`config.mk`:
```
export PLATFORM = sky130hd
export DESIGN_NAME = spi_bridge_top
export DESIGN_NICKNAME = d
export VERILOG_FILES = /design/src/source/spi_bridge_pkg.sv /design/src/source/bus_strobe_sync.sv /design/src/source/irq_gen.sv /design/src/source/reg_bank.sv /design/src/source/spi_bridge_top.sv /design/src/source/transfer_ctrl.sv
export SDC_FILE = /design/constraint.sdc
export NUM_CORES = 1
export LEC_CHECK = 0
export BUFFER_PORTS_ARGS = -buffer_cell sky130_fd_sc_hd__buf_2
export CAP_MARGIN = 40
export CELL_PAD_IN_SITES_DETAIL_PLACEMENT = 0
export CELL_PAD_IN_SITES_GLOBAL_PLACEMENT = 1
export CORE_ASPECT_RATIO = 0.75
export CORE_MARGIN = 2
export CORE_UTILIZATION = 40
export DETAILED_ROUTE_END_ITERATION = 8
export PLACE_DENSITY = 0.76
export REMOVE_ABC_BUFFERS = 1
export SYNTH_ARGS = -nofsm -noshare
export SYNTH_HDL_FRONTEND = slang
export SYNTH_HIERARCHICAL = 1
export SYNTH_SLANG_ARGS = --single-unit
```
`constraint.sdc`:
```
create_clock -name clk -period 2.3 [get_ports clk]
set_clock_uncertainty 0.15 [all_clocks]
set_input_delay 0.345 -clock clk [delete_from_list [all_inputs] [get_ports clk]]
set_output_delay 0.345 -clock clk [all_outputs]
set_load 0.02 [all_outputs]
```
`src/source/spi_bridge_pkg.sv`:
```
// shared addresses, word layouts and inter-block structs for the avalon to spi register bridge
package spi_bridge_pkg;

	// bus and register width
	parameter int DATA_W = 32;

	////////////////////
	// register map
	////////////////////

	typedef enum logic [7:0] {
		REG_CONTROL    = 8'd0,
		REG_STATUS     = 8'd1,
		REG_DATA_WRITE = 8'd2,
		REG_DATA_READ  = 8'd3
	} reg_addr_e;

	// raw data word
	typedef logic [DATA_W-1:0] bus_word_t;

	// control register view of a written word
	typedef struct packed {
		logic [DATA_W-6:0] reserved;
		logic              irq_rd_en;
		logic              irq_wr_en;
		logic              irq_clear;
		logic              cmd_read;
		logic              cmd_write;
	} ctrl_word_t;

	// master write word, control fields at addr 0, raw data at addr 2
	typedef union packed {
		ctrl_word_t ctrl;
		bus_word_t  raw;
	} bus_word_u;

	// status register layout
	typedef struct packed {
		logic [DATA_W-6:0] zero_hi;
		logic              irq_rd_ready;
		logic              irq_wr_ready;
		logic              zero_2;
		logic              busy_read;
		logic              busy_write;
	} status_word_t;

	////////////////////
	// block to block
	////////////////////

	// one-cycle bus access strobes
	typedef struct packed {
		logic wr_strobe;
		logic rd_strobe;
	} bus_access_t;

	// one-cycle command pulses from the control register
	typedef struct packed {
		logic start_write;
		logic start_read;
		logic irq_clear;
	} xfer_cmd_t;

	// stored interrupt enables
	typedef struct packed {
		logic wr_en;
		logic rd_en;
	} irq_cfg_t;

	// busy levels plus done pulses
	typedef struct packed {
		logic busy_write;
		logic busy_read;
		logic done_write;
		logic done_read;
	} xfer_status_t;

	// latched ready flags
	typedef struct packed {
		logic wr_ready;
		logic rd_ready;
	} irq_flags_t;

endpackage

```
`src/source/bus_strobe_sync.sv`:
```
// turns held avalon read/write levels into one-cycle access strobes and a two-cycle wait_request
`timescale 1ns/1ps

module bus_strobe_sync (
	input  logic                        clk,
	input  logic                        reset_n,
	input  logic                        chip_select,
	input  logic                        read,
	input  logic                        write,
	output logic                        wait_request,
	output spi_bridge_pkg::bus_access_t access
);

	// any request level
	logic req;
	logic req_d1;
	logic req_d2;
	// per-direction delay pairs for edge detect
	logic wr_d1;
	logic wr_d2;
	logic rd_d1;
	logic rd_d2;

	assign req = read | write;

	always_ff @(posedge clk or negedge reset_n)
	begin
		if (!reset_n)
		begin
			req_d1 <= 1'b0;
			req_d2 <= 1'b0;
			wr_d1  <= 1'b0;
			wr_d2  <= 1'b0;
			rd_d1  <= 1'b0;
			rd_d2  <= 1'b0;
		end
		else
		begin
			req_d1 <= req;
			req_d2 <= req_d1;
			wr_d1  <= write;
			wr_d2  <= wr_d1;
			rd_d1  <= read;
			rd_d2  <= rd_d1;
		end
	end

	// high in cycles 0 and 1 of an access, chip_select not involved
	assign wait_request = req & ~req_d2;

	// rising edge seen one cycle late, so strobe lands in cycle 1
	assign access.wr_strobe = chip_select & wr_d1 & ~wr_d2;
	assign access.rd_strobe = chip_select & rd_d1 & ~rd_d2;

endmodule

```
`src/source/irq_gen.sv`:
```
// latches write/read ready flags on transfer completion and drives the irq line
`timescale 1ns/1ps

module irq_gen (
	input  logic                         clk,
	input  logic                         reset_n,
	input  spi_bridge_pkg::xfer_cmd_t    cmd,
	input  spi_bridge_pkg::irq_cfg_t     irq_cfg,
	input  spi_bridge_pkg::xfer_status_t xfer,
	output spi_bridge_pkg::irq_flags_t   irq_flags,
	output logic                         irq
);

	////////////////////
	// ready flags
	////////////////////

	// each flag only from its own completion
	always_ff @(posedge clk or negedge reset_n)
	begin
		if (!reset_n)
			irq_flags <= '0;
		else if (cmd.irq_clear)
			// clear beats a same-cycle done
			irq_flags <= '0;
		else
		begin
			if (xfer.done_write && irq_cfg.wr_en)
				irq_flags.wr_ready <= 1'b1;
			if (xfer.done_read && irq_cfg.rd_en)
				irq_flags.rd_ready <= 1'b1;
		end
	end

	////////////////////
	// irq line
	////////////////////

	// registered or, one cycle behind the flags
	always_ff @(posedge clk or negedge reset_n)
	begin
		if (!reset_n)
			irq <= 1'b0;
		else if (cmd.irq_clear)
			irq <= 1'b0;
		else
			irq <= irq_flags.wr_ready | irq_flags.rd_ready;
	end

endmodule

```
`src/source/reg_bank.sv`:
```
// register bank: address decode, data-write and enable storage, read mux, command pulse generation
`timescale 1ns/1ps

module reg_bank #(
	parameter int ADDR_W = 8
) (
	input  logic                         clk,
	input  logic                         reset_n,
	input  spi_bridge_pkg::bus_access_t  access,
	input  logic [ADDR_W-1:0]            address,
	input  spi_bridge_pkg::bus_word_u    write_data,
	input  spi_bridge_pkg::xfer_status_t xfer,
	input  spi_bridge_pkg::irq_flags_t   irq_flags,
	input  spi_bridge_pkg::bus_word_t    rx_data,
	output spi_bridge_pkg::bus_word_t    read_data,
	output spi_bridge_pkg::bus_word_t    tx_data,
	output spi_bridge_pkg::xfer_cmd_t    cmd,
	output spi_bridge_pkg::irq_cfg_t     irq_cfg
);

	import spi_bridge_pkg::*;

	// address hits
	logic hit_control;
	logic hit_status;
	logic hit_data_write;
	logic hit_data_read;
	// qualified writes
	logic ctrl_wr;
	logic data_wr;
	// live status view
	status_word_t status_word;

	////////////////////
	// address decode
	////////////////////

	assign hit_control    = (address == ADDR_W'(REG_CONTROL));
	assign hit_status     = (address == ADDR_W'(REG_STATUS));
	assign hit_data_write = (address == ADDR_W'(REG_DATA_WRITE));
	assign hit_data_read  = (address == ADDR_W'(REG_DATA_READ));

	assign ctrl_wr = access.wr_strobe & hit_control;
	assign data_wr = access.wr_strobe & hit_data_write;

	// status word assembled from transfer and irq state
	always_comb
	begin
		status_word              = '0;
		status_word.busy_write   = xfer.busy_write;
		status_word.busy_read    = xfer.busy_read;
		status_word.irq_wr_ready = irq_flags.wr_ready;
		status_word.irq_rd_ready = irq_flags.rd_ready;
	end

	////////////////////
	// write side
	////////////////////

	always_ff @(posedge clk or negedge reset_n)
	begin
		if (!reset_n)
		begin
			tx_data <= '0;
			irq_cfg <= '0;
		end
		else
		begin
			// enables live on across accesses
			if (ctrl_wr)
			begin
				irq_cfg.wr_en <= write_data.ctrl.irq_wr_en;
				irq_cfg.rd_en <= write_data.ctrl.irq_rd_en;
			end
			// raw view of the same word
			if (data_wr)
				tx_data <= write_data.raw;
		end
	end

	// command bits are not stored, only pulsed for one cycle
	always_ff @(posedge clk or negedge reset_n)
	begin
		if (!reset_n)
			cmd <= '0;
		else
		begin
			cmd <= '0;
			if (ctrl_wr)
			begin
				cmd.start_write <= write_data.ctrl.cmd_write;
				cmd.start_read  <= write_data.ctrl.cmd_read;
				cmd.irq_clear   <= write_data.ctrl.irq_clear;
			end
		end
	end

	////////////////////
	// read side
	////////////////////

	// loaded on the strobe so data is ready as wait_request drops
	always_ff @(posedge clk or negedge reset_n)
	begin
		if (!reset_n)
			read_data <= '0;
		else if (access.rd_strobe)
		begin
			if (hit_status)
				read_data <= bus_word_t'(status_word);
			else if (hit_data_read)
				read_data <= rx_data;
			else
				// write-only and unmapped read as zero
				read_data <= '0;
		end
	end

endmodule

```
`src/source/spi_bridge_top.sv`:
```
// top level of the avalon-to-spi register bridge, connects bus sync, registers, transfer FSM and irq
`timescale 1ns/1ps

module spi_bridge_top #(
	parameter int ADDR_W           = 8,
	parameter int DONE_SYNC_STAGES = 2
) (
	input  logic                      clk,
	input  logic                      reset_n,
	input  logic                      chip_select,
	input  logic [ADDR_W-1:0]         address,
	input  logic                      read,
	input  logic                      write,
	input  spi_bridge_pkg::bus_word_u write_data,
	input  logic                      data_pack_ready,
	input  spi_bridge_pkg::bus_word_t data_read_from_spi,
	output spi_bridge_pkg::bus_word_t read_data,
	output logic                      wait_request,
	output spi_bridge_pkg::bus_word_t data_write_to_spi,
	output logic                      go_transfer,
	output logic                      irq
);

	import spi_bridge_pkg::*;

	// bus strobes into the register bank
	bus_access_t  access;
	// command pulses and enables out of the register bank
	xfer_cmd_t    cmd;
	irq_cfg_t     irq_cfg;
	// transfer state and captured word
	xfer_status_t xfer;
	bus_word_t    rx_data;
	// ready flags back for status readout
	irq_flags_t   irq_flags;

	bus_strobe_sync u_bus_strobe_sync (
		.clk          (clk),
		.reset_n      (reset_n),
		.chip_select  (chip_select),
		.read         (read),
		.write        (write),
		.wait_request (wait_request),
		.access       (access)
	);

	reg_bank #(
		.ADDR_W (ADDR_W)
	) u_reg_bank (
		.clk        (clk),
		.reset_n    (reset_n),
		.access     (access),
		.address    (address),
		.write_data (write_data),
		.xfer       (xfer),
		.irq_flags  (irq_flags),
		.rx_data    (rx_data),
		.read_data  (read_data),
		.tx_data    (data_write_to_spi),
		.cmd        (cmd),
		.irq_cfg    (irq_cfg)
	);

	transfer_ctrl #(
		.DONE_SYNC_STAGES (DONE_SYNC_STAGES)
	) u_transfer_ctrl (
		.clk                (clk),
		.reset_n            (reset_n),
		.cmd                (cmd),
		.data_pack_ready    (data_pack_ready),
		.data_read_from_spi (data_read_from_spi),
		.go_transfer        (go_transfer),
		.xfer               (xfer),
		.rx_data            (rx_data)
	);

	irq_gen u_irq_gen (
		.clk       (clk),
		.reset_n   (reset_n),
		.cmd       (cmd),
		.irq_cfg   (irq_cfg),
		.xfer      (xfer),
		.irq_flags (irq_flags),
		.irq       (irq)
	);

endmodule

```
`src/source/transfer_ctrl.sv`:
```
// spi transfer FSM: start on command pulse, emit go_transfer, track busy, end on data_pack_ready fall
`timescale 1ns/1ps

module transfer_ctrl #(
	parameter int DONE_SYNC_STAGES = 2
) (
	input  logic                         clk,
	input  logic                         reset_n,
	input  spi_bridge_pkg::xfer_cmd_t    cmd,
	input  logic                         data_pack_ready,
	input  spi_bridge_pkg::bus_word_t    data_read_from_spi,
	output logic                         go_transfer,
	output spi_bridge_pkg::xfer_status_t xfer,
	output spi_bridge_pkg::bus_word_t    rx_data
);

	typedef enum logic [1:0] {
		state_idle,
		state_write_busy,
		state_read_busy
	} state_e;

	state_e state;
	// synchronizer chain on data_pack_ready
	logic [DONE_SYNC_STAGES-1:0] ready_sync;
	// last synced value, for edge detect
	logic ready_prev;
	logic ready_fall;
	logic start_any;

	////////////////////
	// completion detect
	////////////////////

	always_ff @(posedge clk or negedge reset_n)
	begin
		if (!reset_n)
		begin
			ready_sync <= '0;
			ready_prev <= 1'b0;
		end
		else
		begin
			ready_sync[0] <= data_pack_ready;
			for (int i = 1; i < DONE_SYNC_STAGES; i++)
				ready_sync[i] <= ready_sync[i-1];
			ready_prev <= ready_sync[DONE_SYNC_STAGES-1];
		end
	end

	// packet done when the synced level drops
	assign ready_fall = ready_prev & ~ready_sync[DONE_SYNC_STAGES-1];

	assign start_any = cmd.start_write | cmd.start_read;

	////////////////////
	// state machine
	////////////////////

	always_ff @(posedge clk or negedge reset_n)
	begin
		if (!reset_n)
			state <= state_idle;
		else
		begin
			case (state)
				state_idle:
				begin
					// write wins when both are set
					if (cmd.start_write)
						state <= state_write_busy;
					else if (cmd.start_read)
						state <= state_read_busy;
				end
				state_write_busy:
				begin
					if (ready_fall)
						state <= state_idle;
				end
				state_read_busy:
				begin
					if (ready_fall)
						state <= state_idle;
				end
				default:
					state <= state_idle;
			endcase
		end
	end

	// one pulse per accepted start, starts while busy are dropped
	always_ff @(posedge clk or negedge reset_n)
	begin
		if (!reset_n)
			go_transfer <= 1'b0;
		else
			go_transfer <= (state == state_idle) & start_any;
	end

	// busy follows state one cycle later and clears with the done pulse
	always_ff @(posedge clk or negedge reset_n)
	begin
		if (!reset_n)
			xfer <= '0;
		else
		begin
			xfer.busy_write <= (state == state_write_busy) & ~ready_fall;
			xfer.busy_read  <= (state == state_read_busy) & ~ready_fall;
			xfer.done_write <= (state == state_write_busy) & ready_fall;
			xfer.done_read  <= (state == state_read_busy) & ready_fall;
		end
	end

	// data-read register, loaded as the read ends
	always_ff @(posedge clk or negedge reset_n)
	begin
		if (!reset_n)
			rx_data <= '0;
		else if ((state == state_read_busy) && ready_fall)
			rx_data <= data_read_from_spi;
	end

endmodule

```
After elaboration in Yosys (flattened, before gate mapping):

Index checks and enable logic that the tools add are counted.

* bitwise gates (word level): 21
* mux-type cells: 11
* reductions and logical operators: 9
* equality and inequality tests: 7

Operator list (count)
* $mux 32: 2
* $eq 8x2->1 const B: 2
* $and 1x1->1: 13
* $eq 8x1->1 const B: 1
* $logic_not 8->1: 1
* $mux 2: 4
* $not 1->1: 5
* $pmux 2 s2: 1
* $reduce_bool 2->1: 2
* $logic_and 1x1->1: 3
* $mux 1: 3
* $mux 3: 1
* $ne 3x3->1 const B: 1
* $or 1x1->1: 3
* $eq 2x1->1 const B: 1
* $eq 2x2->1 const B: 1
* $logic_not 2->1: 1
* $ne 2x1->1 const B: 1
* $reduce_and 2->1: 1
* $reduce_or 2->1: 1

* output and inout bits: 67
* logic and storage cells: 73
* bits in registers: 120
* input port bits: 78

Logic depth before layout (Yosys ltp):

* depth after elaboration: 4
* gate-level depth with buffers: 6
* gate-level depth less buffers: 4

Hierarchy:

Netlist, hierarchy kept.

By module, submodules not included
* reg_bank: sequential area each 1726.7 µm², cells an instance 202, instances 1, area an instance 2941.6 µm²
* transfer_ctrl: sequential area each 1051.0 µm², cells an instance 98, instances 1, area an instance 1591.5 µm²
* bus_strobe_sync: sequential area each 150.1 µm², cells an instance 10, instances 1, area an instance 183.9 µm²
* irq_gen: sequential area each 75.1 µm², cells an instance 9, instances 1, area an instance 100.1 µm²

Least setup slack after synthesis:

Ideal clock, no wire load.

* path kind: register to register
* start point: register u_bus_strobe_sync.wr_d2
* end point: register u_reg_bank.tx_data[0]
* required time: 2025 ps
* library setup time: 125 ps
* clock period less this slack: 2120 ps
* slack: 180 ps
* buffers on the path: 2
* data arrival time: 1845 ps
* stages on the path, launching flop included: 7
* path through: dfrtp_1 -> and3b_1 -> or4b_1 -> or3_1 -> buf_6 -> buf_12 -> mux2_4

RTL lines
* start, declared: RTL line bus_strobe_sync.sv:20 `logic wr_d2;`
* start signal, assigned: RTL line bus_strobe_sync.sv:42 `wr_d2 <= wr_d1;`
* end signal, assigned: RTL line reg_bank.sv:77 `tx_data <= write_data.raw;`
* end, declared: RTL line reg_bank.sv:16 `output spi_bridge_pkg::bus_word_t tx_data,`

==> impl_metrics.ini <==
[yosys]
yosysTopAreaCell = dfrtp_1
synth.yosys.seq_area_share = 0.623
synth.area.top_cells = dfrtp_1, mux2_2, mux2_4
async_reset_ff_frac = 1.00
synth_cell_types = 33
syn-mean-instance-area_um2 = 15.1
synth-edff-count = 0
synth_top_area_frac = 0.623
synth_seq_cells = 120
yosys_most_used_dff = dfrtp_1
ys.warnings.count = 6
syn-cell-area_um2 = 4820
syn_inst = 319

[layout]
final_area_um2 = 6380
regArea_um2 = 3000
final_common_cell = buf_2
layout-drive-gt1-share = 0.582
final_cells = 653
final_cell_mix = buf_2, dfrtp_1, mux2_2
multi_input_area_um2 = 1640
nFillCells = 1055
synthToLayoutAreaGrowth_pct = 32.5
diodes = 0
nets = 560

[power_and_ir_drop]
powerDensity_nw_per_um2 = 770
cellLeakagePower_nw = 3.42
p_total_mw = 4.92
ir_drop_v = 0.000443

[floorplanning]
initial_core_util = 0.413
ios = 145
coreArea_um2 = 11700
die_y_um = 99.0
die_area_um2 = 12900
die_x_um = 131
rows = 34

[grt]
track_usage = 0.163
first_global_vias = 3169
overflow = 0
antenna_found_initial = 0
grt_first_pass_wirelength_um = 15900
grt_max_degree = 54

[placed_design]
pre_cts_slack_ps = -38.0
placed_cell_area_um2 = 5720
routabilityCongestion = 0.722
dpl.hpwl_um = 6780
dp.cells = 614
port_buffers = 144

[sta]
rsz0062_at_grt = false
fin_crit_sh = 0.962
worstMarginPinSlew_ps = 483
hold_viol = 0
post-route-min-period_ps = 2210
setup_viol = 0
fin_ws_ps = 86.3
fmax_mhz = 452
slew_viol_final = 0
setup_tns_ps = 0
maxSlewHeadroom = 0.678

[clocking]
clock_sinks = 120
cts_buffers = 17
clock_latency_ps = 400
cts_tree = built
h-tree-depth = 4
clockBufferDepth = 2
clk_pin_slew_ps = 60
cts-root-buf = clkbuf_16
cts_setup_buffers = 0

[worst_setup_path]
criticalPathCategory = reg -> reg
rrSetupSlack_ps = 90
rr_startpoint = u_bus_strobe_sync/wr_d2
required_ps = 2440
start_kind = register
end_kind = register
r2r_cells = 5
crit_arrival_ps = 2350
timing.rr.end = u_reg_bank/tx_data[11]
cp_max_fo = 16

[detailed_routing]
routed_wl_um = 9940
drc = 0
ant_nets = 0
via_per_inst = 4.60
vias = 3006
first_iter_violations = 122
wl_per_cell_um = 15.2
drt_first_pass_iters = 4

[hold_path]
whs_endpoint = u_transfer_ctrl/rx_data[30]
hold_start = data_read_from_spi[30]
hold_depth = 2
min_path_type = in -> reg

[status]
status = complete, no violations

[run]
cap_viol_max_count = 0
critical path, cell delays in order (launching register included):
cell and delay, ps:
dfrtp_1 350, and3b_1 220, or4b_1 480, or3_4 390, clkbuf_16 220, mux2_4 300
cell families after synthesis:
kind of cell | synth area share
flops | 0.623
buf+inv | 0.0382
simple gates | 0.0766
compound gates | 0.0670
fa+ha+maj | 0.00779
mux | 0.187
worst max-delay path by stage:
stage                       startpoint                     end  cells past startpoint
2_1_floorplan  u_bus_strobe_sync/wr_d2   u_reg_bank/tx_data[0]                      4
3_3_place_gp               chip_select  u_reg_bank/tx_data[18]                      6
3_5_place_dp               chip_select   u_reg_bank/tx_data[2]                      6
4_1_cts        u_bus_strobe_sync/wr_d2  u_reg_bank/tx_data[18]                      5
5_1_grt        u_bus_strobe_sync/wr_d2  u_reg_bank/tx_data[31]                      5
6_report       u_bus_strobe_sync/wr_d2  u_reg_bank/tx_data[11]                      5
metal layers:
metal / track usage / wire length [um]
met5: 0 / 0
met4: 0.0712 / 148
met3: 0.0451 / 394
met2: 0.264 / 4950
met1: 0.205 / 4440
synth_stat cells, drive strengths merged, types with 2 or more instances:
master and number:
a21oi 2, a31o 28, and2 7, and3b 2
buf 10, clkbuf 8, dfrtp 120, ha 3
inv 8, mux2 70, nand2 7, nand3 2
nor2 5, nor2b 30, o22ai 4
per-stage QoR:
| stage | util | hold slack (ps) |
|---|---|---|
| after CTS | 0.544 | 1.91 |
| after detailed placement | 0.491 | 188 |
| final | 0.548 | 21.0 |
| after floorplan | - | -101 |
| after global placement | 0.491 | 184 |
| after global routing | 0.548 | 3.30 |
state kept, by name, indices dropped and copies added, names as in the netlist, 2 cells and up:
register                    cells
u_reg_bank/tx_data             32
u_reg_bank/cmd                  3
u_transfer_ctrl/xfer            4
u_irq_gen/irq_flags             2
u_transfer_ctrl/state           2
u_reg_bank/irq_cfg              2
u_reg_bank/read_data           32
u_transfer_ctrl/rx_data        32
u_transfer_ctrl/ready_sync      2
layout make-up:
class	instances	area share
Clock buffer	21	0.0737
Timing Repair Buffer	159	0.148
Tap cell	162	0.0317
Sequential cell	120	0.470
Clock inverter	10	0.0151
Inverter	8	0.00470
Multi-Input combinational cell	173	0.256
timing repair:
action	in CTS	in global routing
hold buffers	6	1
gates resized for setup	0	1
setup endpoints to repair	0	32
hold endpoints to repair	40	1
power breakdown:
| group | leakage (nW) | switching (mW) | internal [mW] |
|---|---|---|---|
| Sequential | 1.58 | 0.0231 | 2.16 |
| Clock | 0.268 | 0.930 | 1.57 |
| Combinational | 1.58 | 0.118 | 0.120 |
Note: power is estimated with default switching activity, not from simulation.
